**src/rtl/caddr_xbus_params.svh**
```systemverilog
// Address map, DRAM size and bus timeout of the bus interface, included by the RTL blocks
`ifndef CADDR_XBUS_PARAMS_SVH
`define CADDR_XBUS_PARAMS_SVH

// Highest word address answered by the DRAM
`define XBUS_DRAM_TOP 22'o16777777

// DRAM index bits actually built, upper address bits alias onto them
`define XBUS_DRAM_ABITS 10

// Sector buffer window seen by the CPU
`define XBUS_DISK_BUF_BASE 22'o17377700
`define XBUS_DISK_BUF_WORDS 16

// Disk registers at base, base + 1 and base + 2
`define XBUS_DISK_REG_BASE 22'o17377770

// Cycles spent in bus_req before the timeout answers
`define XBUS_TIMEOUT 5'd31

`endif

```
**src/rtl/caddr_xbus_pkg.sv**
```systemverilog
// Bus word, address, count and arbiter state types shared by every block of the bus interface
package caddr_xbus_pkg;

   // Word address on the 22-bit peripheral bus
   typedef logic [21:0] xbus_addr_t;

   // Data word carried on busin, busout and the DMA path
   typedef logic [31:0] xbus_word_t;

   // DMA word count and sector buffer index
   typedef logic [4:0] disk_count_t;

   // Arbiter states of the bus interface
   typedef enum logic [1:0]
   {
      bus_idle,   // Nobody owns the bus
      bus_req,    // CPU request waits for an acknowledge or the timeout
      bus_wait,   // Acknowledge given, waiting for the CPU to drop req
      bus_slave   // Disk controller drives the DRAM
   } bus_state_t;

endpackage

```
**src/rtl/disk_regs.sv**
```systemverilog
// Disk controller command, address and count registers with the CPU access path and interrupt
`include "caddr_xbus_params.svh"

module disk_regs (
   input  logic                        mclk,
   input  logic                        reset,
   input  caddr_xbus_pkg::xbus_addr_t  addr,
   input  caddr_xbus_pkg::xbus_word_t  busin,
   input  logic                        write,
   input  logic                        req,
   output caddr_xbus_pkg::xbus_word_t  rdata,
   output logic                        ack,
   output logic                        decode,
   output logic                        start,
   output logic                        to_memory,
   output caddr_xbus_pkg::xbus_addr_t  mem_addr,
   output caddr_xbus_pkg::disk_count_t count,
   input  logic                        busy,
   input  logic                        done_pulse,
   output logic                        interrupt
);

   logic [1:0] offset;
   logic       wr_stb;
   logic       int_enable;
   logic       done;

   assign decode = (addr >= `XBUS_DISK_REG_BASE) && (addr <= `XBUS_DISK_REG_BASE + 22'd2);
   assign offset = addr[1:0];  // Base is aligned to eight words

   // Only the first cycle of a write counts, so start stays a single pulse
   assign wr_stb = req && decode && write && !ack;

   always_ff @(posedge mclk)
   begin
      if (reset)
      begin
         ack        <= 1'b0;
         start      <= 1'b0;
         to_memory  <= 1'b0;
         int_enable <= 1'b0;
         done       <= 1'b0;
         mem_addr   <= '0;
         count      <= '0;
      end
      else
      begin
         ack   <= req && decode;
         start <= 1'b0;
         if (wr_stb && (offset == 2'd0))
         begin
            start      <= busin[0] && !busy;  // A start during a run is dropped
            to_memory  <= busin[1];
            int_enable <= busin[2];
            done       <= 1'b0;
         end
         if (wr_stb && (offset == 2'd1))
         begin
            mem_addr <= busin[21:0];
         end
         if (wr_stb && (offset == 2'd2))
         begin
            count <= busin[4:0];
         end
         if (done_pulse)
         begin
            done <= 1'b1;  // End of a transfer wins over a command write
         end
      end
   end

   // Status is read live, so busy follows the engine
   always_comb
   begin
      case (offset)
         2'd0:    rdata = {busy, done, 27'd0, int_enable, to_memory, 1'b0};
         2'd1:    rdata = {10'd0, mem_addr};
         2'd2:    rdata = {27'd0, count};
         default: rdata = '0;
      endcase
   end

   assign interrupt = done && int_enable;

endmodule

```
**config.mk**
```make
export PLATFORM = sky130hd
export DESIGN_NAME = disk_regs
export DESIGN_NICKNAME = d
export VERILOG_FILES = /design/src/rtl/caddr_xbus_pkg.sv /design/src/rtl/disk_regs.sv
export VERILOG_INCLUDE_DIRS = /design/src /design/src/rtl
export SDC_FILE = /design/constraint.sdc
export NUM_CORES = 1
export LEC_CHECK = 0
export BUFFER_PORTS_ARGS = -buffer_cell sky130_fd_sc_hd__buf_4
export CAP_MARGIN = 0
export CORE_MARGIN = 5
export CORE_UTILIZATION = 36
export CTS_BUF_LIST = sky130_fd_sc_hd__clkbuf_16
export DETAILED_ROUTE_END_ITERATION = 6
export PLACE_DENSITY = 0.81
export SETUP_SLACK_MARGIN = 0.15
export SYNTH_ARGS = -nofsm -noshare
export SYNTH_HDL_FRONTEND = slang
export SYNTH_SLANG_ARGS = --single-unit
```
**constraint.sdc**
```tcl
create_clock -name mclk -period 1.2 [get_ports mclk]
set_input_delay 0.06 -clock mclk [delete_from_list [all_inputs] [get_ports mclk]]
set_output_delay 0.06 -clock mclk [all_outputs]
set_load 0.02 [all_outputs]
```
* Word level (Yosys, flattened, before mapping)
Cells that the tools add are included. Widths: inputs -> output; s select.
Word-level totals: register bits 32, bits in latches 0, memory bits (writable) 0, memory bits (read-only) 0, input port bits 60, output and inout bits 64, word-level logic and storage cells 29, memories kept 0
Operators by class: add/sub/neg operators 0, $mul 0, div/mod/pow operators 0, order comparisons 2, equality and inequality tests 2, shift-type cells 0, muxes and demuxes 3, bitwise operators 1, reduce and logical (&&, ||, !) cells 14
Operator list (number):
- $pmux 32 s3 | 1
- $ge 22x22->1 const B | 1
- $le 22x22->1 const B | 1
- $logic_and 1x1->1 | 9
- $eq 2x1->1 const B | 1
- $eq 2x2->1 const B | 1
- $logic_not 1->1 | 2
- $logic_not 2->1 | 1
- $mux 1 | 2
- $reduce_bool 2->1 | 1
- $reduce_or 2->1 | 1
- $not 1->1 | 1

* Depth between registers and ports, before layout
depth after elaboration 8, depth in mapped cells 5, depth with buffers taken out 4

* Least setup slack after synthesis
Ideal clock, no wire load.
kind flip-flop to flip-flop, start reg ack, end reg count[0], library setup time 70 ps, arrival 1279 ps, data required time 1130 ps, slack -150 ps, cell stages (with the launch flop) 6, path buffers 1, period minus slack after synthesis 1350 ps, path through dfxtp_1 and3b_1 and4_1 buf_6 a21bo_2 a21oi_1
Between the ends: cells in the longest elaborated chain, start to end 3
Ends and longest elaborated chain:
- from (decl) | RTL line disk_regs.sv:12 | output logic ack,
- from (signal assigned) | RTL line disk_regs.sv:48 | ack <= req && decode;
- $logic_not 1->1 | RTL line disk_regs.sv:32 | assign wr_stb = req && decode && write && !ack;
- $logic_and 1x1->1 | RTL line disk_regs.sv:32
- $logic_and 1x1->1 | RTL line disk_regs.sv:61 | if (wr_stb && (offset == 2'd2))
- to (signal assigned) | RTL line disk_regs.sv:63 | count <= busin[4:0];
- to (decl) | RTL line disk_regs.sv:17 | output caddr_xbus_pkg::disk_count_t count,
No other way between the ends. A chain may end at the register's enable or synchronous reset.

* Final worst setup path
start reg ack, end reg mem_addr[10]
Between the ends: cells in the longest elaborated chain, start to end 3
Ends and longest elaborated chain:
- $logic_not 1->1 | RTL line disk_regs.sv:32
- $logic_and 1x1->1 | RTL line disk_regs.sv:32
- $logic_and 1x1->1 | RTL line disk_regs.sv:57 | if (wr_stb && (offset == 2'd1))
- to (signal assigned) | RTL line disk_regs.sv:59 | mem_addr <= busin[21:0];
- to (decl) | RTL line disk_regs.sv:16 | output caddr_xbus_pkg::xbus_addr_t mem_addr,
No other way between the ends.

==> run metrics <==
final core utilization 0.670; Worst Hold Depth 2; first-pass GRT wire length 8330 um; Setup crit start kind register; failing checks negative setup slack; Vias per Instance approximately 5.2; pwr dens 894 nW/um2; # fillers ~370; Die W 78.0 um; FF-to-FF Start ack; DRT antenna net count 0; largest net degree at the start of global routing 23; HPWL after detailed placement 3930 um; Initial Utilization 0.377; via count 1,892; Fin Clk Skew between 0.002 and 0.003 ns; Remaining DRCs 0; hold path endpoint done; synth unique cells 33; Nets 373; syn avg cell area 8.50 um2; clk sinks 32; Worst Setup Path Type register to register; slack of the critical path -0.140 ns; outcome finished with violations; area growth from synthesis to layout 77.5%; Fin. Hold Viols 0; Die Area about 6100 um2; vias in the first global route about 1,700; Clk Latency, worst-skew pair about 0.27 ns; antenna violations before repair 0; crit path from ack; minimum clock period after layout approximately 1.3 ns; Clock transition at path regs around 0.050 ns; Cells after Synth between 150 and 200; Root Buffer clkbuf_16; hold buffer count at cts 0; port bufs between 100 and 150; buffers and inverters on the worst path 2; I/O pins 124; Yosys warning count 0; RSZ-0062 raised after global routing true; gpl congestion about 0.8; R2R cell count 6; crit-path max cell delay 0.33 ns; Final setup viols 30; Placed Cells roughly 350; CP required ~1.4 ns; Min-Delay Path Class input pin to register; synthesized cell area about 1700 um2; cell chain of the critical path and3b_2, nand4_1, buf_6, buf_4, o21ai_1, a21oi_1; standard-cell rows 24; ant diodes 0; crit path DAT roughly 1.5 ns; crit path max fanout 5; leakage dissipation 1.33 nW; Max clock buf depth 2; cell family with most CP delay simple AND/OR/NAND/NOR gates; Core Area around 4400 um2; Layout Cells excl Fill between 300 and 400; maximum clock frequency roughly 0.75 GHz; CTS H-tree lvls 2; drt wl/cell roughly 16 um; drt total wl between 5000 and 6000 um; Yosys reg bits 32; DR pass1 iterations 4; Reg2Reg Capture Point mem_addr[10]; TritonCTS clock tree yes; Tot GR Track Use 0.167; reg2reg setup slack -0.14 ns; Worst Setup End Kind register; CP max-delay cell dfxtp_4; Max Slew Vio Count 0; fraction of layout instances using a drive strength above 1 0.608; post-synthesis sequential area ratio 0.385; Peak VDD IR between 700 and 800 uV; number of CTS-inserted buffers 5; Initial DRC Count 84; GR Overflow Total 0; Tcrit/Tclk final 1.12; Max Cap Viol 0; hold path startpoint done_pulse; Die H 78.0 um
## sequential cells by signal, indices dropped and copies added (netlist names)
register    count
done            1
mem_addr       22
to_memory       1
count           5
start           1
int_enable      1
ack             1
## placed cells by master, fill, tap and decap left out, drive strengths merged, types with 3 or more instances in the layout
cell type  netlist  layout
a21bo            3       3
o21ai           24      24
a22o             4       4
conb             1       8
and2            21      21
a21oi           25      25
mux2i            6       6
dfxtp           32      32
nand2           10      10
nand3           26      26
buf             18     123
nand4            4       4
clkbuf           5       6
and4             3       6
## synth_stat cells (all sizes together)
cell / number / area (um2)
inv: 2 / 7.51
a21bo: 3 / 30.0
nand3: 26 / 130
nand4b: 2 / 32.5
clkbuf: 5 / 18.8
a21oi: 25 / 125
nor2: 1 / 3.75
mux2i: 6 / 60.1
a22o: 4 / 35.0
conb: 1 / 3.75
or3: 1 / 11.3
nor2b: 2 / 20.0
and4b: 1 / 10.0
and3b: 1 / 8.76
nor3: 2 / 21.3
nor3b: 1 / 7.51
and2: 21 / 131
o21ai: 24 / 120
dfxtp: 32 / 641
nand2: 10 / 45.0
nand4: 4 / 25.0
buf: 18 / 139
and2b: 1 / 10.0
and4: 3 / 28.8
## through the flow
| stage | total power (W) | cell area [um2] | setup WS (ns) | setup TNS, ns | hold slack (ns) |
|---|---|---|---|---|---|
| 6_report | 0.00264 | 2960 | -0.140 | -3.19 | 0.0117 |
| 5_1_grt | 0.00276 | 2960 | -0.194 | -4.66 | 0.0289 |
| 4_1_cts | 0.00265 | 2690 | -0.0879 | -1.91 | 0.00964 |
| 3_5_place_dp | 0.00133 | 2490 | -0.133 | -2.71 | 0.300 |
| 3_3_place_gp | 0.00133 | 2490 | -0.0930 | -2.01 | 0.284 |
| 2_1_floorplan | 0.00119 | 1710 | -0.0296 | -0.649 | 0.193 |
## repair_timing
action | 4_1_cts | 5_1_grt
pin swaps | 2 | 20
endpoints found under the setup margin | 31 | 34
cloned | 1 | 4
gates resized for setup | 3 | 60
buffers inserted | 3 | 3
endpoints found under the hold margin | 0 | 0
## worst max-delay path by stage
stage | end | slack, ns | cells after the start
2_1_floorplan | count[0] | -0.03 | 5
3_3_place_gp | mem_addr[10] | -0.09 | 4
3_5_place_dp | mem_addr[10] | -0.13 | 4
4_1_cts | mem_addr[16] | -0.09 | 5
5_1_grt | mem_addr[14] | -0.19 | 6
6_report | mem_addr[10] | -0.14 | 6
## layer usage
layer  vias up  global-route usage  share of wire  wire length [um]
li1        927                   -              -                 -
met1       879               0.197           0.39              2280
met2        78               0.282           0.50              2910
met3         8              0.0492          0.093               538
met4         0              0.0659          0.011                64
met5         -                   0              0                 0
## report_power, final
| group | switching (W) | internal (W) | leakage [nW] |
|---|---|---|---|
| sequential | 0.00000185 | 0.00106 | 0.261 |
| clock | 0.000429 | 0.000878 | 0.0771 |
| combinational | 0.000123 | 0.000146 | 0.994 |
| total | 0.000554 | 0.00209 | 1.33 |
## cell type report
| type | count | area, um2 | share of cell area |
|---|---|---|---|
| clock buffers | 6 | 150 | 0.0508 |
| clock inverters | 2 | 7.51 | 0.00254 |
| inverters | 2 | 7.51 | 0.00254 |
| multi-input cells | 149 | 1110 | 0.375 |
| flip-flops and latches | 32 | 649 | 0.220 |
| well taps | 52 | 65.1 | 0.0220 |
| repair buffers | 123 | 967 | 0.327 |
## logic make-up after synthesis
group                  after synthesis  share of synthesized area
AOI/OAI and AO/OA                   56                      0.186
buffers and inverters               25                     0.0992
DFF                                 32                      0.385
muxes                                6                     0.0361
other                                1                    0.00225
and+or+nand+nor                     76                      0.292
Note: power is estimated with default switching activity, not from simulation.
