**src/rtl/caddr_xbus_params.svh**
```systemverilog
// Address map, DRAM size and bus timeout of the bus interface, included by the RTL blocks
`ifndef CADDR_XBUS_PARAMS_SVH
`define CADDR_XBUS_PARAMS_SVH

// Highest word address answered by the DRAM
`define XBUS_DRAM_TOP 22'o16777777

// DRAM index bits actually built, upper address bits alias onto them
`define XBUS_DRAM_ABITS 10

// Sector buffer window seen by the CPU
`define XBUS_DISK_BUF_BASE 22'o17377700
`define XBUS_DISK_BUF_WORDS 16

// Disk registers at base, base + 1 and base + 2
`define XBUS_DISK_REG_BASE 22'o17377770

// Cycles spent in bus_req before the timeout answers
`define XBUS_TIMEOUT 5'd31

`endif

```
**src/rtl/caddr_xbus_pkg.sv**
```systemverilog
// Bus word, address, count and arbiter state types shared by every block of the bus interface
package caddr_xbus_pkg;

   // Word address on the 22-bit peripheral bus
   typedef logic [21:0] xbus_addr_t;

   // Data word carried on busin, busout and the DMA path
   typedef logic [31:0] xbus_word_t;

   // DMA word count and sector buffer index
   typedef logic [4:0] disk_count_t;

   // Arbiter states of the bus interface
   typedef enum logic [1:0]
   {
      bus_idle,   // Nobody owns the bus
      bus_req,    // CPU request waits for an acknowledge or the timeout
      bus_wait,   // Acknowledge given, waiting for the CPU to drop req
      bus_slave   // Disk controller drives the DRAM
   } bus_state_t;

endpackage

```
**src/rtl/disk_dma.sv**
```systemverilog
// Sector buffer and DMA engine of the disk controller, moving words between buffer and DRAM
`include "caddr_xbus_params.svh"

module disk_dma (
   input  logic                        mclk,
   input  logic                        reset,
   input  caddr_xbus_pkg::xbus_addr_t  addr,
   input  caddr_xbus_pkg::xbus_word_t  busin,
   input  logic                        write,
   input  logic                        req,
   output caddr_xbus_pkg::xbus_word_t  buf_rdata,
   output logic                        buf_ack,
   output logic                        buf_decode,
   input  logic                        start,
   input  logic                        to_memory,
   input  caddr_xbus_pkg::xbus_addr_t  mem_addr,
   input  caddr_xbus_pkg::disk_count_t count,
   output logic                        busy,
   output logic                        done_pulse,
   output logic                        dma_req,
   output logic                        dma_write,
   output caddr_xbus_pkg::xbus_addr_t  dma_addr,
   output caddr_xbus_pkg::xbus_word_t  dma_wdata,
   input  caddr_xbus_pkg::xbus_word_t  dma_rdata,
   input  logic                        dma_grant
);
   import caddr_xbus_pkg::*;

   xbus_word_t  buffer [`XBUS_DISK_BUF_WORDS];
   xbus_addr_t  base_q;
   disk_count_t len_q;
   disk_count_t idx;
   logic        dir_q;
   logic        word_done;
   logic        last_word;
   logic        dma_store;

   assign buf_decode = (addr >= `XBUS_DISK_BUF_BASE) &&
                       (addr < `XBUS_DISK_BUF_BASE + 22'(`XBUS_DISK_BUF_WORDS));

   // Grant seen while our request is still up ends the current word
   assign word_done = dma_req && dma_grant;
   assign dma_store = word_done && !dir_q;
   // A count of zero runs to the end of the buffer
   assign last_word = (idx == len_q - 5'd1) || (idx == 5'(`XBUS_DISK_BUF_WORDS - 1));

   assign dma_write = dir_q;
   assign dma_addr  = base_q + xbus_addr_t'(idx);

   // One write port; a CPU write that collides with a DMA store lands next cycle as req is held
   always_ff @(posedge mclk)
   begin
      if (dma_store)
      begin
         buffer[idx[3:0]] <= dma_rdata;
      end
      else if (req && buf_decode && write)
      begin
         buffer[addr[3:0]] <= busin;
      end
      buf_rdata <= buffer[addr[3:0]];
   end

   always_ff @(posedge mclk)
   begin
      if (reset)
      begin
         buf_ack <= 1'b0;
      end
      else
      begin
         buf_ack <= req && buf_decode;
      end
   end

   // Outgoing word is captured as the request goes up and held for the transfer
   always_ff @(posedge mclk)
   begin
      if (busy && !dma_req && !dma_grant)
      begin
         dma_wdata <= buffer[idx[3:0]];
      end
   end

   always_ff @(posedge mclk)
   begin
      if (reset)
      begin
         busy       <= 1'b0;
         done_pulse <= 1'b0;
         dma_req    <= 1'b0;
         dir_q      <= 1'b0;
         base_q     <= '0;
         len_q      <= '0;
         idx        <= '0;
      end
      else
      begin
         done_pulse <= 1'b0;
         if (start && !busy)
         begin
            busy   <= 1'b1;
            dir_q  <= to_memory;
            base_q <= mem_addr;
            len_q  <= count;
            idx    <= '0;
         end
         else if (word_done)
         begin
            dma_req <= 1'b0;
            if (last_word)
            begin
               busy       <= 1'b0;
               done_pulse <= 1'b1;
            end
            else
            begin
               idx <= idx + 5'd1;
            end
         end
         else if (busy && !dma_req && !dma_grant)
         begin
            dma_req <= 1'b1;  // Next word only after the grant of the last one fell
         end
      end
   end

endmodule

```
**config.mk**
```make
export PLATFORM = sky130hd
export DESIGN_NAME = disk_dma
export DESIGN_NICKNAME = d
export VERILOG_FILES = /design/src/rtl/caddr_xbus_pkg.sv /design/src/rtl/disk_dma.sv
export VERILOG_INCLUDE_DIRS = /design/src /design/src/rtl
export SDC_FILE = /design/constraint.sdc
export NUM_CORES = 1
export LEC_CHECK = 0
export ABC_AREA = 0
export BUFFER_PORTS_ARGS = -buffer_cell sky130_fd_sc_hd__buf_4
export CAP_MARGIN = 5
export CORE_AREA = 4 4 269 205
export DETAILED_ROUTE_END_ITERATION = 7
export DIE_AREA = 0 0 273 209
export PLACE_DENSITY = 0.68
export SYNTH_ARGS = -nofsm -noshare
export SYNTH_HDL_FRONTEND = slang
export SYNTH_SLANG_ARGS = --single-unit
export TNS_END_PERCENT = 20
```
**constraint.sdc**
```tcl
create_clock -name mclk -period 4.9 [get_ports mclk]
set_input_delay 0.245 -clock mclk [delete_from_list [all_inputs] [get_ports mclk]]
set_output_delay 0.245 -clock mclk [all_outputs]
set_load 0.01 [all_outputs]
```
# After elaboration in Yosys (flattened, before gate mapping)
# Memory sizes are Yosys's and may differ from the RTL's. A register that Yosys moved wholly into a read port is not among the register bits.
# Cells that the tools add are included.
[totals]
mem_count = 1
out_inout_bits = 92
wordCells = 55
register_bits = 37
inputBits = 120
ram_bits = 512
[op_classes]
eq_ne = 2
muxes = 14
n_bitwise = 3
addsub = 3
magnitude_cmp = 2
n_reduce_logical = 22
[memory_table]
columns = ["name", "depth", "width", "rd", "rd_ports_with_merged_regs", "write_ports", "line", "source"]
rows = [
  ["buffer", 16, 32, 2, 2, 1, "disk_dma.sv:29", "xbus_word_t buffer [`XBUS_DISK_BUF_WORDS];"],
]
[op_table]
columns = ["op", "count"]
rows = [
  ["$mux W32", 1],
  ["$reduce_or A32 Y1", 1],
  ["$add A22 B5 Y22", 1],
  ["$ge A22 B22 Y1 const B", 1],
  ["$lt A22 B22 Y1 const B", 1],
  ["$mux W1", 12],
  ["$logic_and A1 B1 Y1", 8],
  ["$reduce_and A2 Y1", 3],
  ["$reduce_bool A2 Y1", 3],
  ["$add A5 B1 Y5 const B", 1],
  ["$eq A5 B4 Y1 const B", 1],
  ["$eq A5 B5 Y1", 1],
  ["$sub A5 B1 Y5 const B", 1],
  ["$logic_not A1 Y1", 4],
  ["$mux W4", 1],
  ["$not A1 Y1", 3],
  ["$reduce_or A3 Y1", 1],
  ["$reduce_or A2 Y1", 1],
  ["$logic_or A1 B1 Y1", 1],
]

# Depth between registers and ports, before layout
# Gate-level depths: netlist of run 1.
[logic_depth]
depth_word = 9
mapped_depth = 9
mapped_depth_nobuf = 8

# Least setup slack after synthesis of run 1
# No wires, ideal clock.
[synth_path]
path_kind = "register to register"
from = "register idx[0]"
to = "memory buffer[8][0] (netlist name) (enable)"
stages_incl_launch_ff = 7
setup_time_ns = 0.472
required_ns = 4.428
t_arrival_ns = 3.865
synth_period_minus_slack_ns = 4.337
slack_ns = 0.563
path_buffers = 3
cell_sequence = "dfxtp_1 -> buf_2 -> buf_2 -> buf_2 -> nor3_1 -> a22oi_1 -> o32ai_1"
[synth_via]
elab_chain_len = 1
[synth_lines]
columns = ["item", "line", "source"]
rows = [
  ["start, declared", "disk_dma.sv:32", "disk_count_t idx;"],
  ["start signal, assigned", "disk_dma.sv:118", "idx <= idx + 5'd1;"],
  ["$mux W4 (no source line)", "--", ""],
  ["end, declared", "disk_dma.sv:29", ""],
]
# No other way between the ends.

# Worst setup path after layout of run 1
[layout_path]
from = "register dma_req"
to = "memory buffer[10][8] (netlist name) (enable)"
[layout_via]
elab_chain_len = 6
elab_cells_between_ends = 9
classes_between = "6 x mux; 3 x reduce/logical"
[layout_lines]
columns = ["item", "line", "source"]
rows = [
  ["start, declared", "disk_dma.sv:20", "output logic dma_req,"],
  ["start signal, assigned", "disk_dma.sv:91", "dma_req <= 1'b0;"],
  ["start signal, assigned", "disk_dma.sv:110", "dma_req <= 1'b0;"],
  ["start signal, assigned", "disk_dma.sv:123", "dma_req <= 1'b1;"],
  ["$logic_and A1 B1 Y1 (*)", "disk_dma.sv:42", "assign word_done = dma_req && dma_grant;"],
  ["$logic_and A1 B1 Y1 (*)", "disk_dma.sv:43", "assign dma_store = word_done && !dir_q;"],
  ["$mux W1", "disk_dma.sv:53", "if (dma_store)"],
  ["$mux W1 (not written as such)", "disk_dma.sv:59", "buffer[addr[3:0]] <= busin;"],
  ["$reduce_or A32 Y1 (no source line)", "--", ""],
  ["$mux W4 (no source line) / $mux W1 (equally long branches)", "--", ""],
]
# Every way passes the cells marked *; elsewhere a longest branch is shown, timed or not.

==> results of run 1 <==
## cell type report
class	count	area, um^2	area share
diodes	1	2.50	0.0000773
repair buffers	276	2220	0.0687
multi-input cells	774	9520	0.294
inverters	12	45.0	0.00139
flip-flops and latches	613	17700	0.548
well taps	712	891	0.0275
clock buffers	84	1730	0.0535
clock inverters	25	213	0.00657
## worst paths after layout
check	endpoint
hold / removal	base_q[13]
setup / recovery	buffer[10][8]
hold reg to reg	base_q[4]
setup reg to reg	buffer[10][8]
## cells in the final DEF, fill, tap and decap left out, drive strengths merged, types with 16 or more instances in the layout
master and instances:
a211oi 35, a21oi 68, and2 32, buf 244, clkbuf 85, clkinv 18, dfxtp 69, dlygate4sd3 31
edfxtp 544, mux2i 33, mux4 288, nand2 172, nor2 18, xnor2 16
## per-stage QoR
stage	instances	area, um^2	total power [mW]	setup WS (ns)	hold WS, ns
6_report	2497	32400	11.1	0.983	0.0518
5_1_grt	2497	32400	11.4	0.823	0.0507
4_1_cts	2496	32400	11.1	1.01	0.0160
3_5_place_dp	2356	30100	6.58	1.02	0.460
3_3_place_gp	2356	30100	6.57	1.06	0.450
2_1_floorplan	1506	27600	6.29	0.563	0.341
## power by group
group / leakage, nW / switching [mW] / internal [mW]
Clock: 0.961 / 1.97 / 2.61
Sequential: 5.47 / 0.0349 / 5.74
Combinational: 4.07 / 0.352 / 0.351
Total: 10.5 / 2.35 / 8.70
## registers in the layout (all words and copies together) (netlist names)
register / flops
base_q: 22
done_pulse: 1
len_q: 5
dma_wdata: 32
dma_write: 1
idx: 5
busy: 1
dma_req: 1
buf_ack: 1
buffer: 512
buf_rdata: 32
## routing by layer
layer,vias to the layer above,GRT usage
li1,6684,-
met1,8370,0.367
met2,702,0.381
met3,89,0.0581
met4,0,0.0508
met5,-,0
## kinds of logic after synthesis
| group | share of synthesized area |
|---|---|
| muxes | 0.247 |
| DFF | 0.642 |
| adders and majority gates | 0.00435 |
| AOI/OAI and AO/OA | 0.0320 |
| and+or+nand+nor | 0.0470 |
| buffers and inverters | 0.0194 |
| xor gates and xnor gates | 0.00794 |
## repair_timing
action,4_1_cts,5_1_grt
endpoints found under the hold margin,31,0
buffers inserted,0,0
hold buffers,31,0
==> metrics.log, run 1 <==
[metrics] result of the run: complete, no violations
[metrics] total number of vias: 15.8k
[metrics] most used flip-flop cell after synthesis: sky130_fd_sc_hd__edfxtp_1
[metrics] wire length of the first global-routing pass: 105,000 um
[metrics] total length of routed wires: 69,800 um
[metrics] final global-route overflow total: 0
[metrics] met2 wire length: 32,800 um
[metrics] maximum root-to-sink buffer count: 3
[metrics] Die X: 273 um
[metrics] buffers and inverters on the worst path: 1
[metrics] start point of the worst min-delay path: reset
[metrics] detailed placement HPWL: 41,200 um
[metrics] launching element type of the critical path: register
[metrics] setup repair after global routing missed its margin: no
[metrics] dominant cell type by area after synthesis: sky130_fd_sc_hd__edfxtp_1
[metrics] slew at the pin closest to its max-slew limit: 1.30 ns
[metrics] sequential fraction of the synthesis area: 0.642
[metrics] detailed-router iteration count before antenna repair: 5
[metrics] vias in the first global route: 16.4k
[metrics] CTS H-tree depth: 2
[metrics] Die H: 209 um
[metrics] number of max-capacitance violations reported: 0
[metrics] synthesis-to-layout area growth: 17.3%
[metrics] Mapped Area: 27,600 um^2
[metrics] r2r setup slk: 0.98 ns
[metrics] full die area: 57,100 um^2
[metrics] Arr. time, crit path: 4.23 ns
[metrics] crit-path max cell delay: 1.03 ns
[metrics] share of post-route cells with drive strength above 1: 0.367
[metrics] worst reg2reg path depth: 6
[metrics] per-cell via count in the routed design: 6.35
[metrics] list of cells traversed by the critical path: nand2_1 > o211ai_1 > or4b_2 > or2_1 > o22ai_4 > buf_4
[metrics] TritonCTS clock tree: built
[metrics] instance count along the most critical hold path: 2
[metrics] final total negative setup slack: 0 ns
[metrics] Std-Cell Rows: 73
[metrics] cell types occupying the most area after synthesis: sky130_fd_sc_hd__edfxtp_1 59%, sky130_fd_sc_hd__mux4_2 24%, sky130_fd_sc_hd__dfxtp_1 5.0%
[metrics] Layout Nets: 1,864
[metrics] antenna violation net count after detailed routing: 0
[metrics] wl on met1: 29,600 um
[metrics] detailed-route DRC error count: 0
[metrics] crit path launch: dma_req
[metrics] top-level port count: 212
[metrics] max-slew violations: 0
[metrics] initial antenna violation count: 1
[metrics] Clock Skews: 0.0249 ns
[metrics] Largest delay share family, worst path: simple AND/OR/NAND/NOR gates
[metrics] GRT Util Overall: 0.247
[metrics] count of flip-flops with a built-in enable after synthesis: 544
[metrics] list of most frequent post-synthesis cells: 544 x sky130_fd_sc_hd__edfxtp_1, 288 x sky130_fd_sc_hd__mux4_2, 172 x sky130_fd_sc_hd__nand2_1
[metrics] final number of setup-violating endpoints: 0
[metrics] maximum number of pins on one net before global-route repair: 82
[metrics] Critical Path RT: 5.22 ns
[metrics] Final Cycle Share: 0.799
[metrics] f_max: 0.255 GHz
[metrics] startpoint-to-endpoint class of the critical path: register to register
[metrics] mean instance size in the synthesized netlist: 18.3 um^2
[metrics] worst-path maximum fanout: 22
[metrics] post-synth net total: 1,635
[metrics] clock network latency to the later pin of the worst-skew pair: 0.63 ns
[metrics] worst IR drop on VDD: 0.275 mV
[metrics] count of mapped cells out of synthesis: 1,506
[metrics] Crit-path slowest cell: sky130_fd_sc_hd__or4b_2
[metrics] type of destination of the critical path: register
[metrics] YS warnings: 0
[metrics] drt first-iter violations: 1,592
[metrics] cell at the root of the clock tree: sky130_fd_sc_hd__clkbuf_16
[metrics] layout filler cell count: 3,761
[metrics] final hold vios: 0
[metrics] library cell with the highest instance count after synthesis: sky130_fd_sc_hd__edfxtp_1
[metrics] critical path depth in cells: 6
[metrics] effective utilization at floorplan: 0.525
[metrics] area fraction of the dominant cell type after synthesis: 0.592
[metrics] core footprint: 52,500 um^2
[metrics] cts repair resizes: 0
[metrics] total met3 wirelength after detailed routing: 6200 um
[metrics] uppermost layer routed: met4
[metrics] Cell variety after synth: 58
[metrics] Async S/R FF share, synth: 0
[metrics] placer's final routability congestion estimate: 0.819
[metrics] relative slew slack: 0.133
[metrics] port bufs: 211
[metrics] core utilization of the finished layout: 0.616
[metrics] total power divided by cell area: 342 nW/um^2
[metrics] Clock Pin Slew Worst Setup and Hold Paths: 0.06 ns
[metrics] Avg WL per Cell: 28.0 um
[metrics] Leakage: 10.5 nW
[metrics] FF-to-FF Start: dma_req
[metrics] total clock sinks: 613
[metrics] TritonCTS buffer count: 58
[metrics] total of flip-flops plus latches after synthesis: 613
[metrics] worst hold path type: primary input to register
[metrics] shortest period the worst path allows: 3.92 ns
Power figures use the tool's default switching activity.
==> run 2, diff against run 1 <==
PLACE_DENSITY = 0.71   (was 0.68)
clock period = 3.45 ns   (was 4.9 ns; I/O delays follow)
==> metrics.log, run 2 (synthesized netlist as in run 1, its figures left out) <==
[metrics] Crit-path slowest cell: sky130_fd_sc_hd__buf_4
[metrics] setup repair after global routing missed its margin: no
[metrics] worst-path maximum fanout: 28
[metrics] top-level port count: 212
[metrics] total chip power: 15.5 mW
[metrics] final number of setup-violating endpoints: 0
[metrics] detailed-route DRC error count: 0
[metrics] Die H: 209 um
[metrics] Std-Cell Rows: 73
[metrics] port bufs: 211
[metrics] detailed-router iteration count before antenna repair: 5
[metrics] effective utilization at floorplan: 0.525
[metrics] total clock sinks: 613
[metrics] Die X: 273 um
[metrics] number of flip-flops under the largest register name: 512
[metrics] synthesis-to-layout area growth: 19.2%
[metrics] total length of routed wires: 72,200 um
[metrics] post-layout instance area: 32,900 um^2
[metrics] Largest delay share family, worst path: buffers and inverters
[metrics] list of cells traversed by the critical path: buf_4 > ha_1 > a211oi_1 > o21ai_0 > a21oi_1 > buf_4 > nor2_1 > xor2_1 > buf_4
[metrics] Clock Skews: 0.0250 ns
[metrics] crit-path max cell delay: 0.42 ns
[metrics] per-cell via count in the routed design: 6.32
[metrics] worst IR drop on VDD: 0.385 mV
[metrics] share of post-route cells with drive strength above 1: 0.364
[metrics] initial antenna violation count: 1
[metrics] setup bufs post-CTS: 0
[metrics] Clock Pin Slew Worst Setup and Hold Paths: 0.06 ns
[metrics] Final Cycle Share: 0.926
[metrics] TritonCTS buffer count: 58
[metrics] worst hold path type: primary input to register
[metrics] most repeated library cell on the critical path: sky130_fd_sc_hd__buf_4
[metrics] Post-Layout Cell Count: 2,556
[metrics] final hold slack: 0.0485 ns
[metrics] drt first-iter violations: 1,712
[metrics] final global-route overflow total: 0
[metrics] Critical Path RT: 3.28 ns
[metrics] Arr. time, crit path: 3.02 ns
[metrics] core footprint: 52,500 um^2
[metrics] placer's final routability congestion estimate: 0.854
[metrics] full die area: 57,100 um^2
[metrics] max-slew violations: 0
[metrics] buffers and inverters on the worst path: 3
[metrics] Layout Nets: 1,924
[metrics] total power divided by cell area: 473 nW/um^2
[metrics] maximum number of pins on one net before global-route repair: 102
[metrics] worst reg2reg path depth: 6
[metrics] shortest period the worst path allows: 3.19 ns
[metrics] critical path depth in cells: 9
[metrics] cell at the root of the clock tree: sky130_fd_sc_hd__clkbuf_16
[metrics] area after detailed placement: 30,400 um^2
[metrics] number of max-capacitance violations reported: 0
[metrics] placed insts: 2,384
[metrics] total number of vias: 16.1k
[metrics] GRT Util Overall: 0.254
[metrics] final hold vios: 0
[metrics] slew at the pin closest to its max-slew limit: 0.954 ns
[metrics] result of the run: complete, no violations
[metrics] type of destination of the critical path: output pin
[metrics] wire length of the first global-routing pass: 107,000 um
[metrics] instance count along the most critical hold path: 2
[metrics] relative slew slack: 0.364
[metrics] CTS H-tree depth: 2
[metrics] TritonCTS clock tree: built
[metrics] Leakage: 10.8 nW
[metrics] maximum root-to-sink buffer count: 3
[metrics] f_max: 0.313 GHz
[metrics] leading cell types in the layout, fill and taps excluded: 544 x sky130_fd_sc_hd__edfxtp_1, 288 x sky130_fd_sc_hd__mux4_2, 260 x sky130_fd_sc_hd__buf_4
[metrics] worst slack at placement: 0.645 ns
[metrics] vias in the first global route: 16.5k
[metrics] startpoint-to-endpoint class of the critical path: register to output pin
[metrics] antenna violation net count after detailed routing: 0
[metrics] Worst Setup Slack, final: 0.256 ns
[metrics] detailed placement HPWL: 43,400 um
[metrics] launching element type of the critical path: register
[metrics] Avg WL per Cell: 28.3 um
[metrics] diode insertion count for antenna repair: 0
[metrics] clock network latency to the later pin of the worst-skew pair: 0.63 ns
[metrics] leading cell type in the layout, fill and taps excluded: sky130_fd_sc_hd__edfxtp_1
==> run 2: changes by cell type in the layout (fill, tap and decap cells not counted), sizes merged <==
cell         before  now
bufinv            3    4
clkinv           18   21
clkbuf           85   79
clkinvlp          3    5
diode             1    0
buf             244  272
dlygate4sd3      31   63
==> run 2: power by group <==
| group | switching (mW) | internal [mW] |
|---|---|---|
| logic | 0.515 | 0.536 |
| clock network | 2.78 | 3.52 |
| registers | 0.0478 | 8.15 |
| total | 3.35 | 12.2 |
==> run 2: path summary, 6_finish.rpt <==
check               start       endpoint  slack, ns
setup / recovery   idx[1]    dma_addr[7]       0.26
hold / removal      reset           busy       0.05
setup reg to reg  dma_req  buffer[1][10]       0.68
hold reg to reg    idx[1]         idx[1]       0.53
==> run 2: final cells by class <==
cell class              instances  area (um^2)
clock buffers                  78         1580
inverters                      12         45.0
well taps                     712          891
flip-flops and latches        613        17700
multi-input cells             774         9530
clock inverters                31          285
fillers                      3627        19600
repair buffers                336         2830
==> run 2: per-stage QoR <==
stage                     utilization  TNS, ns
after floorplan                     -  -102.91
after global placement          0.579        0
after detailed placement        0.579        0
after CTS                       0.626        0
after global routing            0.626        0
final                           0.626        0
==> run 2: repair_timing <==
action	in CTS	in global routing
endpoints found under the setup margin	0	4
hold buffers	63	0
hold endpoints to repair	36	0
gates resized for setup	0	1
==> run 2: routing by layer <==
| metal | vias up | part of all wire | wire length [um] | global-route usage |
|---|---|---|---|---|
| met5 | - | 0 | 0 | 0 |
| li1 | 6798 | - | - | - |
| met2 | 866 | 0.47 | 34200 | 0.392 |
| met3 | 129 | 0.10 | 7540 | 0.0622 |
| met4 | 0 | 0.028 | 2020 | 0.0720 |
| met1 | 8353 | 0.39 | 28500 | 0.369 |
