<file path="src/rtl/caddr_xbus_params.svh">
// Address map, DRAM size and bus timeout of the bus interface, included by the RTL blocks
`ifndef CADDR_XBUS_PARAMS_SVH
`define CADDR_XBUS_PARAMS_SVH

// Highest word address answered by the DRAM
`define XBUS_DRAM_TOP 22'o16777777

// DRAM index bits actually built, upper address bits alias onto them
`define XBUS_DRAM_ABITS 10

// Sector buffer window seen by the CPU
`define XBUS_DISK_BUF_BASE 22'o17377700
`define XBUS_DISK_BUF_WORDS 16

// Disk registers at base, base + 1 and base + 2
`define XBUS_DISK_REG_BASE 22'o17377770

// Cycles spent in bus_req before the timeout answers
`define XBUS_TIMEOUT 5'd31

`endif

</file>
<file path="src/rtl/caddr_xbus_pkg.sv">
// Bus word, address, count and arbiter state types shared by every block of the bus interface
package caddr_xbus_pkg;

   // Word address on the 22-bit peripheral bus
   typedef logic [21:0] xbus_addr_t;

   // Data word carried on busin, busout and the DMA path
   typedef logic [31:0] xbus_word_t;

   // DMA word count and sector buffer index
   typedef logic [4:0] disk_count_t;

   // Arbiter states of the bus interface
   typedef enum logic [1:0]
   {
      bus_idle,   // Nobody owns the bus
      bus_req,    // CPU request waits for an acknowledge or the timeout
      bus_wait,   // Acknowledge given, waiting for the CPU to drop req
      bus_slave   // Disk controller drives the DRAM
   } bus_state_t;

endpackage

</file>
<file path="src/rtl/busint.sv">
// Bus interface with arbiter, decode merge, read-data select, DRAM steering and bus timeout
`include "caddr_xbus_params.svh"

module busint (
   input  logic                       mclk,
   input  logic                       reset,
   input  caddr_xbus_pkg::xbus_addr_t addr,
   input  caddr_xbus_pkg::xbus_word_t busin,
   input  logic                       write,
   input  logic                       req,
   output logic                       ack,
   output caddr_xbus_pkg::xbus_word_t busout,
   output logic                       load,
   output caddr_xbus_pkg::xbus_addr_t ram_addr,
   output caddr_xbus_pkg::xbus_word_t ram_wdata,
   output logic                       ram_write,
   output logic                       ram_req,
   input  caddr_xbus_pkg::xbus_word_t ram_rdata,
   input  logic                       ram_ack,
   input  logic                       ram_decode,
   input  caddr_xbus_pkg::xbus_word_t regs_rdata,
   input  logic                       regs_ack,
   input  logic                       regs_decode,
   input  caddr_xbus_pkg::xbus_word_t buf_rdata,
   input  logic                       buf_ack,
   input  logic                       buf_decode,
   input  logic                       dma_req,
   input  logic                       dma_write,
   input  caddr_xbus_pkg::xbus_addr_t dma_addr,
   input  caddr_xbus_pkg::xbus_word_t dma_wdata,
   output logic                       dma_grant
);
   import caddr_xbus_pkg::*;

   bus_state_t state;
   bus_state_t next_state;
   logic [4:0] timeout_count;
   logic       timed_out;
   logic       to_hold;
   logic       device_ack;
   logic       slave_done;
   logic       grant_hold;
   logic       cpu_read;

   assign timed_out  = timeout_count == `XBUS_TIMEOUT;
   assign device_ack = ram_ack || regs_ack || buf_ack || timed_out;
   assign slave_done = (state == bus_slave) && ram_ack;

   // CPU has priority when both ask in the same idle cycle
   always_comb
   begin
      next_state = state;
      case (state)
         bus_idle:
         begin
            if (req)
            begin
               next_state = bus_req;
            end
            else if (dma_req)
            begin
               next_state = bus_slave;
            end
         end
         bus_req:   if (device_ack) next_state = bus_wait;
         bus_wait:  if (!req) next_state = bus_idle;
         bus_slave: if (ram_ack) next_state = bus_idle;
         default:   next_state = bus_idle;
      endcase
   end

   always_ff @(posedge mclk)
   begin
      if (reset)
      begin
         state <= bus_idle;
      end
      else
      begin
         state <= next_state;
      end
   end

   // Timeout counter runs only while a CPU request is outstanding
   always_ff @(posedge mclk)
   begin
      if (reset)
      begin
         timeout_count <= '0;
         to_hold       <= 1'b0;
      end
      else
      begin
         if ((state == bus_req) && !timed_out)
         begin
            timeout_count <= timeout_count + 5'd1;
         end
         else if (state == bus_wait)
         begin
            timeout_count <= '0;
         end
         // Remembers the timeout through bus_wait after the counter has cleared
         if ((state == bus_req) && timed_out)
         begin
            to_hold <= 1'b1;
         end
         else if (state == bus_idle)
         begin
            to_hold <= 1'b0;
         end
      end
   end

   assign ack  = ((state == bus_req) && device_ack) || (state == bus_wait);
   assign load = req && !write && (state == bus_wait);

   // During bus_slave the DRAM decode belongs to the DMA address
   assign cpu_read = req && !write && (state != bus_slave);

   always_comb
   begin
      if (cpu_read && ram_decode)
      begin
         busout = ram_rdata;
      end
      else if (cpu_read && regs_decode)
      begin
         busout = regs_rdata;
      end
      else if (cpu_read && buf_decode)
      begin
         busout = buf_rdata;
      end
      else if (cpu_read && (timed_out || to_hold))
      begin
         busout = '0;  // Nothing answered this read
      end
      else
      begin
         busout = '1;
      end
   end

   // DRAM follows the DMA engine only while it owns the bus
   always_comb
   begin
      if (state == bus_slave)
      begin
         ram_addr  = dma_addr;
         ram_wdata = dma_wdata;
         ram_write = dma_write;
         ram_req   = dma_req;
      end
      else
      begin
         ram_addr  = addr;
         ram_wdata = busin;
         ram_write = write;
         ram_req   = req;
      end
   end

   // Grant rises with the DRAM acknowledge and stays until dma_req is seen low
   always_ff @(posedge mclk)
   begin
      if (reset)
      begin
         grant_hold <= 1'b0;
      end
      else if (slave_done)
      begin
         grant_hold <= 1'b1;
      end
      else if (!dma_req)
      begin
         grant_hold <= 1'b0;
      end
   end

   assign dma_grant = slave_done || grant_hold;

endmodule

</file>
<file path="config.mk">
export PLATFORM = sky130hd
export DESIGN_NAME = busint
export DESIGN_NICKNAME = d
export VERILOG_FILES = /design/src/rtl/caddr_xbus_pkg.sv /design/src/rtl/busint.sv
export VERILOG_INCLUDE_DIRS = /design/src /design/src/rtl
export SDC_FILE = /design/constraint.sdc
export NUM_CORES = 1
export LEC_CHECK = 0
export ABC_AREA = 1
export BUFFER_PORTS_ARGS = -buffer_cell sky130_fd_sc_hd__buf_4
export CORE_AREA = 2 2 121 123
export CTS_CLUSTER_DIAMETER = 30
export DETAILED_ROUTE_END_ITERATION = 10
export DIE_AREA = 0 0 123 125
export PLACE_DENSITY = 0.48
export SLEW_MARGIN = 40
export SYNTH_ARGS = -nofsm -noshare
export SYNTH_HDL_FRONTEND = slang
export SYNTH_SLANG_ARGS = --single-unit
</file>
<file path="constraint.sdc">
create_clock -name mclk -period 1.7 [get_ports mclk]
set_input_delay 0 -clock mclk [delete_from_list [all_inputs] [get_ports mclk]]
set_output_delay 0 -clock mclk [all_outputs]
set_load 0.005 [all_outputs]
</file>
# [Word level (Yosys, flattened, before mapping)]
# Cells that the tools add are included.
[classes] add_sub_neg=1 n_eq_ne=10 muxes=20 reduce_logical=23
[ops] op="$mux 32" n=5
[ops] op="$mux 22" n=1
[ops] op="$logic_and 1x1->1" n=11
[ops] op="$mux 2" n=5
[ops] op="$mux 5" n=2
[ops] op="$ne 2x2->1 const B" n=4
[ops] op="$pmux 2 s4" n=1
[ops] op="$logic_or 1x1->1" n=6
[ops] op="$mux 1" n=6
[ops] op="$add 5x1->5 const B" n=1
[ops] op="$eq 5x5->1 const B" n=1
[ops] op="$eq 2x2->1 const B" n=2
[ops] op="$reduce_and 4->1" n=1
[ops] op="$reduce_bool 2->1" n=2
[ops] op="$ne 3x3->1 const B" n=1
[ops] op="$eq 2x1->1 const B" n=1
[ops] op="$logic_not 1->1" n=2
[ops] op="$logic_not 2->1" n=1
[ops] op="$ne 2x1->1 const B" n=1
[totals] reg_bits=9 in_bits=216 out_inout_bits=91 elab_cells=58

# [Longest topological paths before layout]
# Gate-level depths: netlist of run 1.
[logic_depth] word_depth=8 depth_mapped=11 ltp_nobuf=11

# [Worst setup path before layout of run 1]
# OpenSTA, ideal clock, no wires.
[synth_path] path_kind="flip-flop to output port" from="register timeout_count[0]" to="output busout[10]" t_arrival_ns=1.509 required_ns=1.700 slack_ns=0.191 path_stages_with_launch=11 n_path_buf=1 path_cell_list="dfxtp_1 -> ha_1 -> nand2_1 -> nor2_1 -> ha_1 -> inv_1 -> nand2_1 -> clkbuf_1 -> nand4_1 -> nand3_1 -> nand2_1"
[synth_via] elab_chain_len=7
[synth_rtl] item="start, declared" line_no="busint.sv:37" source="logic [4:0] timeout_count;"
[synth_rtl] item="start signal, assigned" line_no="busint.sv:96" source="timeout_count <= timeout_count + 5'd1;"
[synth_rtl] item="$eq 5x5->1 (no line)"
[synth_rtl] item="$logic_or 1x1->1" line_no="busint.sv:134" source="else if (cpu_read && (timed_out || to_hold))"
[synth_rtl] item="$logic_and 1x1->1" line_no="busint.sv:134"
[synth_rtl] item="$mux 32" line_no="busint.sv:134"
[synth_rtl] item="$mux 32" line_no="busint.sv:130" source="else if (cpu_read && buf_decode)"
[synth_rtl] item="$mux 32" line_no="busint.sv:126" source="else if (cpu_read && regs_decode)"
[synth_rtl] item="$mux 32" line_no="busint.sv:122" source="if (cpu_read && ram_decode)"
[synth_rtl] item="end, declared" line_no="busint.sv:12" source="output caddr_xbus_pkg::xbus_word_t busout,"
# No other way between the ends.

# [Final worst setup path of run 1]
[layout_path] from="register timeout_count[1]" to="output busout[31]"
# The elaborated chain is that of the path after synthesis.

==> results of run 1 <==
-- per-layer routing --
| metal | track usage [%] | vias to the layer above |
|---|---|---|
| met1 | 20.41 | 1792 |
| met3 | 5.338 | 14 |
| met2 | 31.23 | 214 |
| met5 | 0 | - |
| met4 | 3.543 | 0 |
| li1 | - | 2185 |
-- cells in the final DEF, fill, tap and decap left out, drive strengths merged --
cell and count:
nor3 1, nand4 32, dfxtp 9, o21ai 5
buf 328, nor2 17, nand2 320, nand3 38
inv 48, clkbuf 4, dlygate4sd3 1, ha 3
a21oi 7
-- registers in the layout (all words and copies together), names as in the netlist --
| name | cells |
|---|---|
| grant_hold | 1 |
| state | 2 |
| timeout_count | 5 |
| to_hold | 1 |
-- metrics by stage --
stage / setup TNS (ns) / worst slack, ns / total power, mW / instance area (um2)
2_1_floorplan: 0 / 0.1912 / 0.8796 / 2359
3_3_place_gp: 0 / 0.03822 / 1.884 / 4837
3_5_place_dp: 0 / 0.02524 / 1.872 / 4837
4_1_cts: -3.469 / -0.1434 / 2.396 / 5146
5_1_grt: -4.394 / -0.1763 / 2.555 / 5174
6_report: -0.5745 / -0.07598 / 2.362 / 5174
-- how the worst min path moves through the flow --
stage	endpoint	startpoint	slack (ns)	depth (start not counted)
floorplan	grant_hold$_SDFFE_PP0P_	reset	0.07	1
global placement	timeout_count[4]$_SDFFE_PP0P_	reset	0.23	2
finish	grant_hold$_SDFFE_PP0P_	dma_req	0.04	3
global route	grant_hold$_SDFFE_PP0P_	dma_req	0.05	3
CTS	grant_hold$_SDFFE_PP0P_	dma_req	0.04	3
detailed placement	timeout_count[4]$_SDFFE_PP0P_	reset	0.23	2
-- cell families (layout without fill, tap and decap cells) --
kind of cell	count (synthesis)	after routing	share of synthesized area (%)
AND/OR/NAND/NOR	408	408	72.25
buffers and inverters	83	381	15.97
AO/OA/AOI/OAI	12	12	2.546
flip-flops	9	9	7.639
adder cells (fa/ha/maj)	3	3	1.592
-- what timing repair did --
| item | CTS | global route |
|---|---|---|
| setup buffers | 7 | 2 |
| resized for setup | 28 | 17 |
| hold endpoints to repair | 3 | 0 |
| pin swaps | 2 | 8 |
| endpoints found under the setup margin | 89 | 59 |
| hold buffers | 1 | 0 |
| cloned | 2 | 0 |
-- final cells by class --
class | instances | area (um2)
fill | 1635 | 9030
tap | 184 | 230.2
clock buffer | 4 | 78.83
inverter | 48 | 182.7
timing repair buffer | 329 | 2628
sequential | 9 | 182.7
multi-input combinational | 423 | 1872
-- worst max-delay path, cell delays in order, from the launching register on --
cell     delay, ns
dfxtp_2       0.35
ha_4          0.15
nand2_4       0.06
nor2_4        0.14
ha_4          0.15
inv_4         0.04
nand2_8       0.09
buf_12        0.13
nand4_1       0.11
nand3_1       0.13
nand2_2       0.08
buf_6         0.11
-- where the power goes --
part / switching [mW] / internal, mW
Combinational: 0.772 / 0.905
Clock: 0.114 / 0.315
Sequential: 0.0213 / 0.235
Total: 0.908 / 1.45
-- Yosys cell counts (5+ instances only) --
library cell	count
a21oi_1	7
buf_2	10
nand2_1	317
nand3_1	37
inv_1	46
nor2_1	15
nand4_1	32
buf_6	7
o21ai_0	5
dfxtp_1	9
clkbuf_1	18
==> impl_metrics.yaml, run 1 <==
status:
  status: "complete, but fails checks"
  violations: "negative setup slack"
cells_and_area:
  drive_gt1_share_pct: 43.42
  synthToLayoutAreaGrowth_pct: 119.4
  fin_nets: 1033
  fin_cells: 997
  n_antenna_cell: 0
  fin_util_pct: 36.43
sta:
  worst_pin_slew_ns: 0.4592
  fin_crit_sh_pct: 104.5
  hold_viol_final: 0
  final-setup-viol-count: 27
  relSlewSlack_pct: 69.36
  layout_setup_ws_ns: -0.07598
  min_period_ns: 1.776
  clock.fmax_ghz: 0.5631
  grt_setup_unrepaired: "yes"
  clock_skew_ns: 0.001169
  maxSlewViolCount: 0
  whs_ns: 0.04094
synth:
  syn_area_mm2: 0.002359
  synth-seq-area-share_pct: 7.639
  yosysUniqueCellTypes: 18
  ys_top_cells_by_area: "nand2_1 50%, nand4_1 8.5%, nand3_1 7.9%"
  synth_nets: 734
  synth_edf_count: 0
  async_reset_ff_share_pct: 0
  postSynthAreaPerCell_um2: 4.580
  synth_top_area_share_pct: 50.45
  yosys_warnings: 0
  synth_top_area_cell: "nand2_1"
  synth_ff_type: "dfxtp_1"
  synth-seq-cells: 9
  syn_inst: 515
setup_path:
  worstSetupStartpointType: "flop"
  reg2reg_depth: 11
  r2r_start: "timeout_count[1]$_SDFFE_PP0P_"
  worstPathRequired_ns: 1.70
  crit_path_start: "timeout_count[1]$_SDFFE_PP0P_"
  crit_arrival_ns: 1.78
  crit_fanout: 8
  end_kind: "output port"
  critPathKind: "reg -> out"
  reg2reg_slack_ns: 0.10
  timing.rr.end: "timeout_count[0]$_SDFFE_PP0P_"
  crit_end: "busout[31]"
die:
  die_y_um: 125
  die_w_um: 123
  initial_core_util_pct: 16.61
  ios: 307
  coreArea_mm2: 0.01420
  core.rowCount: 44
  die_area_mm2: 0.01538
grt:
  grt_pass1_vias: 4033
  gr-usage-all-layers_pct: 17.49
  grt_first_pass_wirelength_um: 21290
  antenna_found_initial: 0
  grt_max_degree: 60
  overflow: 0
clock_tree:
  htree_levels: 1
  cts-root-buf: "clkbuf_16"
  clk_pin_slew_ns: 0.04
  clk_path_buf_depth: 2
  clk_latency_ns: 0.24
  cts_buffers: 3
  cts_tree: "yes"
  cts_num_sinks: 9
route:
  wl_met2_um: 6984
  drt_iter0_markers: 163
  antenna_left: 0
  wl_met3_um: 1685
  wl_per_cell_um: 14.42
  drc_errors: 0
  wl_um: 14380
  vias: 4205
  m1WireLength_um: 5452
  firstDrtPassIters: 4
  vias_per_cell: 4.218
  routed.top_layer: "met4"
placement:
  gp_congestion: 0.7760
  dp_hpwl_um: 11280
  portBuffers: 306
  dp_cells: 983
min_path:
  min_path_type: "in -> reg"
pwr:
  powerDensity_mw_per_mm2: 456.5
  ir_drop_mv: 0.2378
  p_leak_nw: 2.979
flow_run:
  drv_cap: 0
Power figures use the tool's default switching activity.
==> run 2: changes to the inputs <==
--- a/config.mk
+++ b/config.mk
@@ -13,6 +13,7 @@
 export DETAILED_ROUTE_END_ITERATION = 10
 export DIE_AREA = 0 0 123 125
 export PLACE_DENSITY = 0.48
+export SETUP_SLACK_MARGIN = 0.4
 export SLEW_MARGIN = 40
 export SYNTH_ARGS = -nofsm -noshare
 export SYNTH_HDL_FRONTEND = slang
==> impl_metrics.yaml, run 2 (same netlist as run 1, synthesis figures left out) <==
die:
  ios: 307
  initial_core_util_pct: 16.61
  die_w_um: 123
  coreArea_mm2: 0.01420
  die_area_mm2: 0.01538
  core.rowCount: 44
  die_y_um: 125
route:
  antenna_left: 0
  wl_per_cell_um: 15.78
  vias: 4493
  drc_errors: 0
  wl_um: 16180
  firstDrtPassIters: 4
  drt_iter0_markers: 109
  vias_per_cell: 4.383
setup_path:
  end_kind: "output port"
  critPathKind: "reg -> out"
  path_cells: "ha_4 -> nand2_4 -> nor2_4 -> ha_4 -> inv_4 -> nand2_8 -> clkbuf_16 -> nand4_1 -> nand3_1 -> nand2_1 -> buf_4"
  worstPathRequired_ns: 1.70
  max_stage_delay_ns: 0.34
  crit_top_cell: "ha_4"
  critPathTopFamily: "simple AND/OR/NAND/NOR gates"
  cp_num_buf_inv: 3
  crit_arrival_ns: 1.76
  cp_slowest_cell: "dfxtp_2"
  worstSetupStartpointType: "flop"
  crit_path_start: "timeout_count[0]$_SDFFE_PP0P_"
  crit_fanout: 6
  r2r_start: "timeout_count[0]$_SDFFE_PP0P_"
cells_and_area:
  n_fill_cell: 1468
  top_regs: "timeout_count: 5 flops, state: 2 flops"
  fin_nets: 1061
  final_cell_mix: "248 x buf_4, 186 x nand2_1, 78 x buf_6, 70 x nand2_2, 61 x nand2_4"
  largest_register_ffs: 5
  fin_cells: 1025
  synthToLayoutAreaGrowth_pct: 184.5
  n_antenna_cell: 0
  final_common_cell: "buf_4"
  top_register: "timeout_count"
  drive_gt1_share_pct: 61.59
clock_tree:
  cts_num_sinks: 9
  clk_path_buf_depth: 2
  cts_buffers: 3
  cts-root-buf: "clkbuf_16"
  htree_levels: 1
  clk_pin_slew_ns: 0.04
  clk_latency_ns: 0.24
  cts_tree: "yes"
min_path:
  min_from: "ram_ack"
  min_path_type: "in -> reg"
grt:
  grt_first_pass_wirelength_um: 22210
  overflow: 0
  gr-usage-all-layers_pct: 18.17
  grt_pass1_vias: 4272
  antenna_found_initial: 0
  grt_max_degree: 33
sta:
  whs_ns: 0.05872
  layout_setup_ws_ns: -0.05701
  fin_crit_sh_pct: 103.4
  clock.fmax_ghz: 0.5691
  worst_pin_slew_ns: 0.3739
  maxSlewViolCount: 0
  clock_skew_ns: 0.0009219
  relSlewSlack_pct: 75.07
  grt_setup_unrepaired: "yes"
  final-setup-viol-count: 29
  hold_viol_final: 0
  min_period_ns: 1.757
placement:
  place_ws_ns: 0.1710
  gp_congestion: 0.8037
  dp_hpwl_um: 10320
  dp_cells: 987
  portBuffers: 306
pwr:
  ir_drop_mv: 0.2961
  p_leak_nw: 3.844
  powerDensity_mw_per_mm2: 481.0
status:
  status: "complete, but fails checks"
  violations: "negative setup slack"
flow_run:
  drv_cap: 0
[run 2: cell count changes in the layout (fill, tap and decap cells not counted), moves of 3 or more]
cell	delta
buf_12	+3
nand2_4	+60
nand2_1	-125
a21oi_1	-3
o21ai_0	-3
a21oi_2	+3
nand2_2	+63
clkbuf_16	+8
buf_16	+10
buf_4	-55
buf_6	+60
[run 2: per-layer routing]
layer | track usage (%) | up-vias | wire length, um
met5 | 0 | - | 0
met4 | 5.414 | 0 | 484
met3 | 4.197 | 36 | 1434
met2 | 34.51 | 195 | 8610
met1 | 19.52 | 2011 | 5649
li1 | - | 2251 | -
[run 2: path summary, 6_finish.rpt]
check                                               end  slack (ns)  depth (start not counted)
worst max-delay path                          busout[3]       -0.06                         11
worst min-delay path            grant_hold$_SDFFE_PP0P_        0.06                          3
worst max register to register    state[0]$_SDFFE_PP0P_        0.10                         13
worst min register to register  grant_hold$_SDFFE_PP0P_        0.46                          2
[run 2: worst reg2reg max path, delay by kind of cell, from the launching register on]
family	cells	cell delay (ns)
simple gates	8	0.59
flops	1	0.34
fa+ha+maj	2	0.33
buf+inv	3	0.24
[run 2: layout make-up]
cell class	count	area, um2	area share, %
repair buffers	357	3456	51.50
multi-input cells	423	2562	38.19
well taps	184	230.2	3.431
inverters	48	192.7	2.872
flip-flops and latches	9	190.2	2.834
clock buffers	4	78.83	1.175
[run 2: power breakdown]
part | switching, mW | total (mW) | internal, mW
combinational | 1.12 | 2.53 | 1.41
sequential | 0.0289 | 0.270 | 0.241
clock | 0.112 | 0.427 | 0.314
total | 1.26 | 3.23 | 1.96
[run 2: what timing repair did]
action,4_1_cts,5_1_grt
setup buffers,12,2
hold buffers,1,0
setup endpoints to repair,97,98
gates resized for setup,199,123
gates cloned,9,10
pin swaps,44,46
hold endpoints to repair,3,0
[run 2: through the flow]
| stage | power [mW] | utilization [%] | instance area [um2] | TNS (ns) |
|---|---|---|---|---|
| final | 3.228 | 47.24 | 6710 | -0.8469 |
| after CTS | 2.887 | 42.28 | 6006 | -1.340 |
| after global routing | 3.423 | 47.24 | 6710 | -3.740 |
| after global placement | 1.853 | 34.57 | 4910 | 0 |
| after detailed placement | 1.849 | 34.57 | 4910 | 0 |
| after floorplan | 0.8962 | - | 2419 | 0 |
==> run 3: changes to the inputs <==
--- a/config.mk
+++ b/config.mk
@@ -13,7 +13,7 @@
 export DETAILED_ROUTE_END_ITERATION = 10
 export DIE_AREA = 0 0 123 125
 export PLACE_DENSITY = 0.48
-export SETUP_SLACK_MARGIN = 0.4
+export SETUP_SLACK_MARGIN = 0.3
 export SLEW_MARGIN = 40
 export SYNTH_ARGS = -nofsm -noshare
 export SYNTH_HDL_FRONTEND = slang
==> impl_metrics.yaml, run 3 (same netlist as run 1, synthesis figures left out) <==
status:
  status: "complete, but fails checks"
  violations: "negative setup slack"
grt:
  grt_max_degree: 60
  grt_first_pass_wirelength_um: 20270
  antenna_found_initial: 1
  grt_pass1_vias: 3867
  overflow: 0
  gr-usage-all-layers_pct: 16.32
sta:
  whs_ns: 0.04592
  tns_ns: -2.509
  maxSlewViolCount: 0
  clock_skew_ns: 0.001373
  grt_setup_unrepaired: "yes"
  final-setup-viol-count: 30
  worst_pin_slew_ns: 0.3731
  layout_setup_ws_ns: -0.1337
  min_period_ns: 1.834
  hold_viol_final: 0
  relSlewSlack_pct: 75.13
  fin_crit_sh_pct: 107.9
  clock.fmax_ghz: 0.5453
cells_and_area:
  finish.instance_area_mm2: 0.005333
  final_common_cell: "nand2_1"
  top_register: "timeout_count"
  top_regs: "timeout_count: 5 flops, state: 2 flops"
  multi_input_area_mm2: 0.001881
  largest_register_ffs: 5
  fin_util_pct: 37.54
  synthToLayoutAreaGrowth_pct: 126.1
  n_antenna_cell: 0
  n_fill_cell: 1582
  fin_nets: 1034
  final_cell_mix: "314 x nand2_1, 290 x buf_4, 43 x inv_1, 37 x nand3_1, 32 x nand4_1"
  drive_gt1_share_pct: 43.61
  regArea_um2: 185.2
placement:
  dp_hpwl_um: 10200
  gp_congestion: 0.8257
  place_ws_ns: 0.02002
  place_area_mm2: 0.004830
  portBuffers: 306
die:
  core.rowCount: 44
  die_area_mm2: 0.01538
  initial_core_util_pct: 16.61
  die_y_um: 125
  coreArea_mm2: 0.01420
  ios: 307
  die_w_um: 123
pwr:
  internal-power_mw: 1.517
  clockPowerShare_pct: 17.6
  ir_drop_mv: 0.3971
  power.share.sequential_pct: 10.7
  powerDensity_mw_per_mm2: 452.2
  p_switching_mw: 0.8943
  power_frac_comb_pct: 71.7
  p_leak_nw: 3.044
  switching_share_pct: 37.08
flow_run:
  drv_cap: 0
route:
  firstDrtPassIters: 4
  drc_errors: 0
  wl_um: 13960
  wl_per_cell_um: 13.98
  drt_iter0_markers: 231
  vias: 4111
  vias_per_cell: 4.119
  antenna_left: 0
clock_tree:
  cts_tree: "yes"
  clk_path_buf_depth: 2
  cts-root-buf: "clkbuf_16"
  clk_pin_slew_ns: 0.04
  clk_latency_ns: 0.24
  htree_levels: 1
  cts_num_sinks: 9
  cts_buffers: 3
setup_path:
  end_kind: "output port"
  reg2reg_slack_ns: 0.14
  reg2reg_depth: 12
  critPathKind: "reg -> out"
  timing.rr.end: "state[1]$_SDFFE_PP0P_"
  crit_path_start: "timeout_count[0]$_SDFFE_PP0P_"
  crit_fanout: 8
  r2r_start: "timeout_count[0]$_SDFFE_PP0P_"
  worstSetupStartpointType: "flop"
  crit_arrival_ns: 1.83
  worstPathRequired_ns: 1.70
  crit_end: "busout[1]"
min_path:
  min_path_type: "in -> reg"
-- run 3: cell types whose count changed in the layout (fill, tap and decap cells not counted), moves of 4 or more --
cell | before | now
nand2_1 | 186 | 314
nand2_2 | 70 | 3
nand2_4 | 61 | 2
buf_6 | 78 | 26
buf_4 | 248 | 290
buf_16 | 10 | 2
clkbuf_16 | 11 | 6
a21oi_1 | 3 | 7
a21oi_2 | 4 | 0
-- run 3: power groups by stage --
stage / logic, mW / clock network (mW) / registers (mW)
3_5_place_dp: 1.58 / 0 / 0.249
4_1_cts: 1.65 / 0.429 / 0.254
3_3_place_gp: 1.58 / 0 / 0.249
5_1_grt: 1.92 / 0.445 / 0.261
2_1_floorplan: 0.632 / 0 / 0.250
6_report: 1.73 / 0.424 / 0.259
-- run 3: worst min path at each step --
| stage | from | end | depth (start not counted) |
|---|---|---|---|
| 6_report | dma_req | grant_hold$_SDFFE_PP0P_ | 3 |
| 5_1_grt | dma_req | grant_hold$_SDFFE_PP0P_ | 3 |
| 4_1_cts | dma_req | grant_hold$_SDFFE_PP0P_ | 3 |
| 3_5_place_dp | reset | timeout_count[4]$_SDFFE_PP0P_ | 2 |
| 3_3_place_gp | reset | timeout_count[4]$_SDFFE_PP0P_ | 2 |
| 2_1_floorplan | reset | grant_hold$_SDFFE_PP0P_ | 1 |
-- run 3: area by class of cell --
| class | instances | area share (%) |
|---|---|---|
| timing repair buffer | 330 | 51.95 |
| clock buffer | 4 | 1.478 |
| tap | 184 | 4.317 |
| multi-input combinational | 423 | 35.27 |
| sequential | 9 | 3.473 |
| inverter | 48 | 3.519 |
-- run 3: per-layer routing --
layer | wire length, um | share of wire [%] | up-vias | GRT usage [%]
met5 | 13 | 0.093 | - | 0
met4 | 212 | 1.5 | 2 | 2.807
met3 | 906 | 6.5 | 18 | 2.783
met2 | 6988 | 50 | 147 | 29.15
met1 | 5834 | 42 | 1757 | 20.55
li1 | - | - | 2187 | -
-- run 3: through the flow --
stage	power [mW]	cells
2_1_floorplan	0.8823	515
3_3_place_gp	1.834	982
3_5_place_dp	1.828	982
4_1_cts	2.337	994
5_1_grt	2.620	998
6_report	2.412	998
-- run 3: timing repair --
item                                    CTS  global route
resized for setup                        35            26
hold buffers                              1             0
pin swaps                                 6            12
endpoints found under the setup margin   98            87
buffers inserted                          5             1
hold endpoints to repair                  4             0
cloned                                    2             3
-- run 3: critical path, stage by stage, from the launching register on --
cell and delay [ns]:
dfxtp_2 0.35, ha_4 0.15, nand2_4 0.06, nor2_4 0.14, ha_4 0.15, inv_4 0.04
nand2_8 0.09, buf_12 0.11, buf_16 0.11, nand4_1 0.10, nand3_1 0.10, nand2_1 0.07
buf_6 0.12
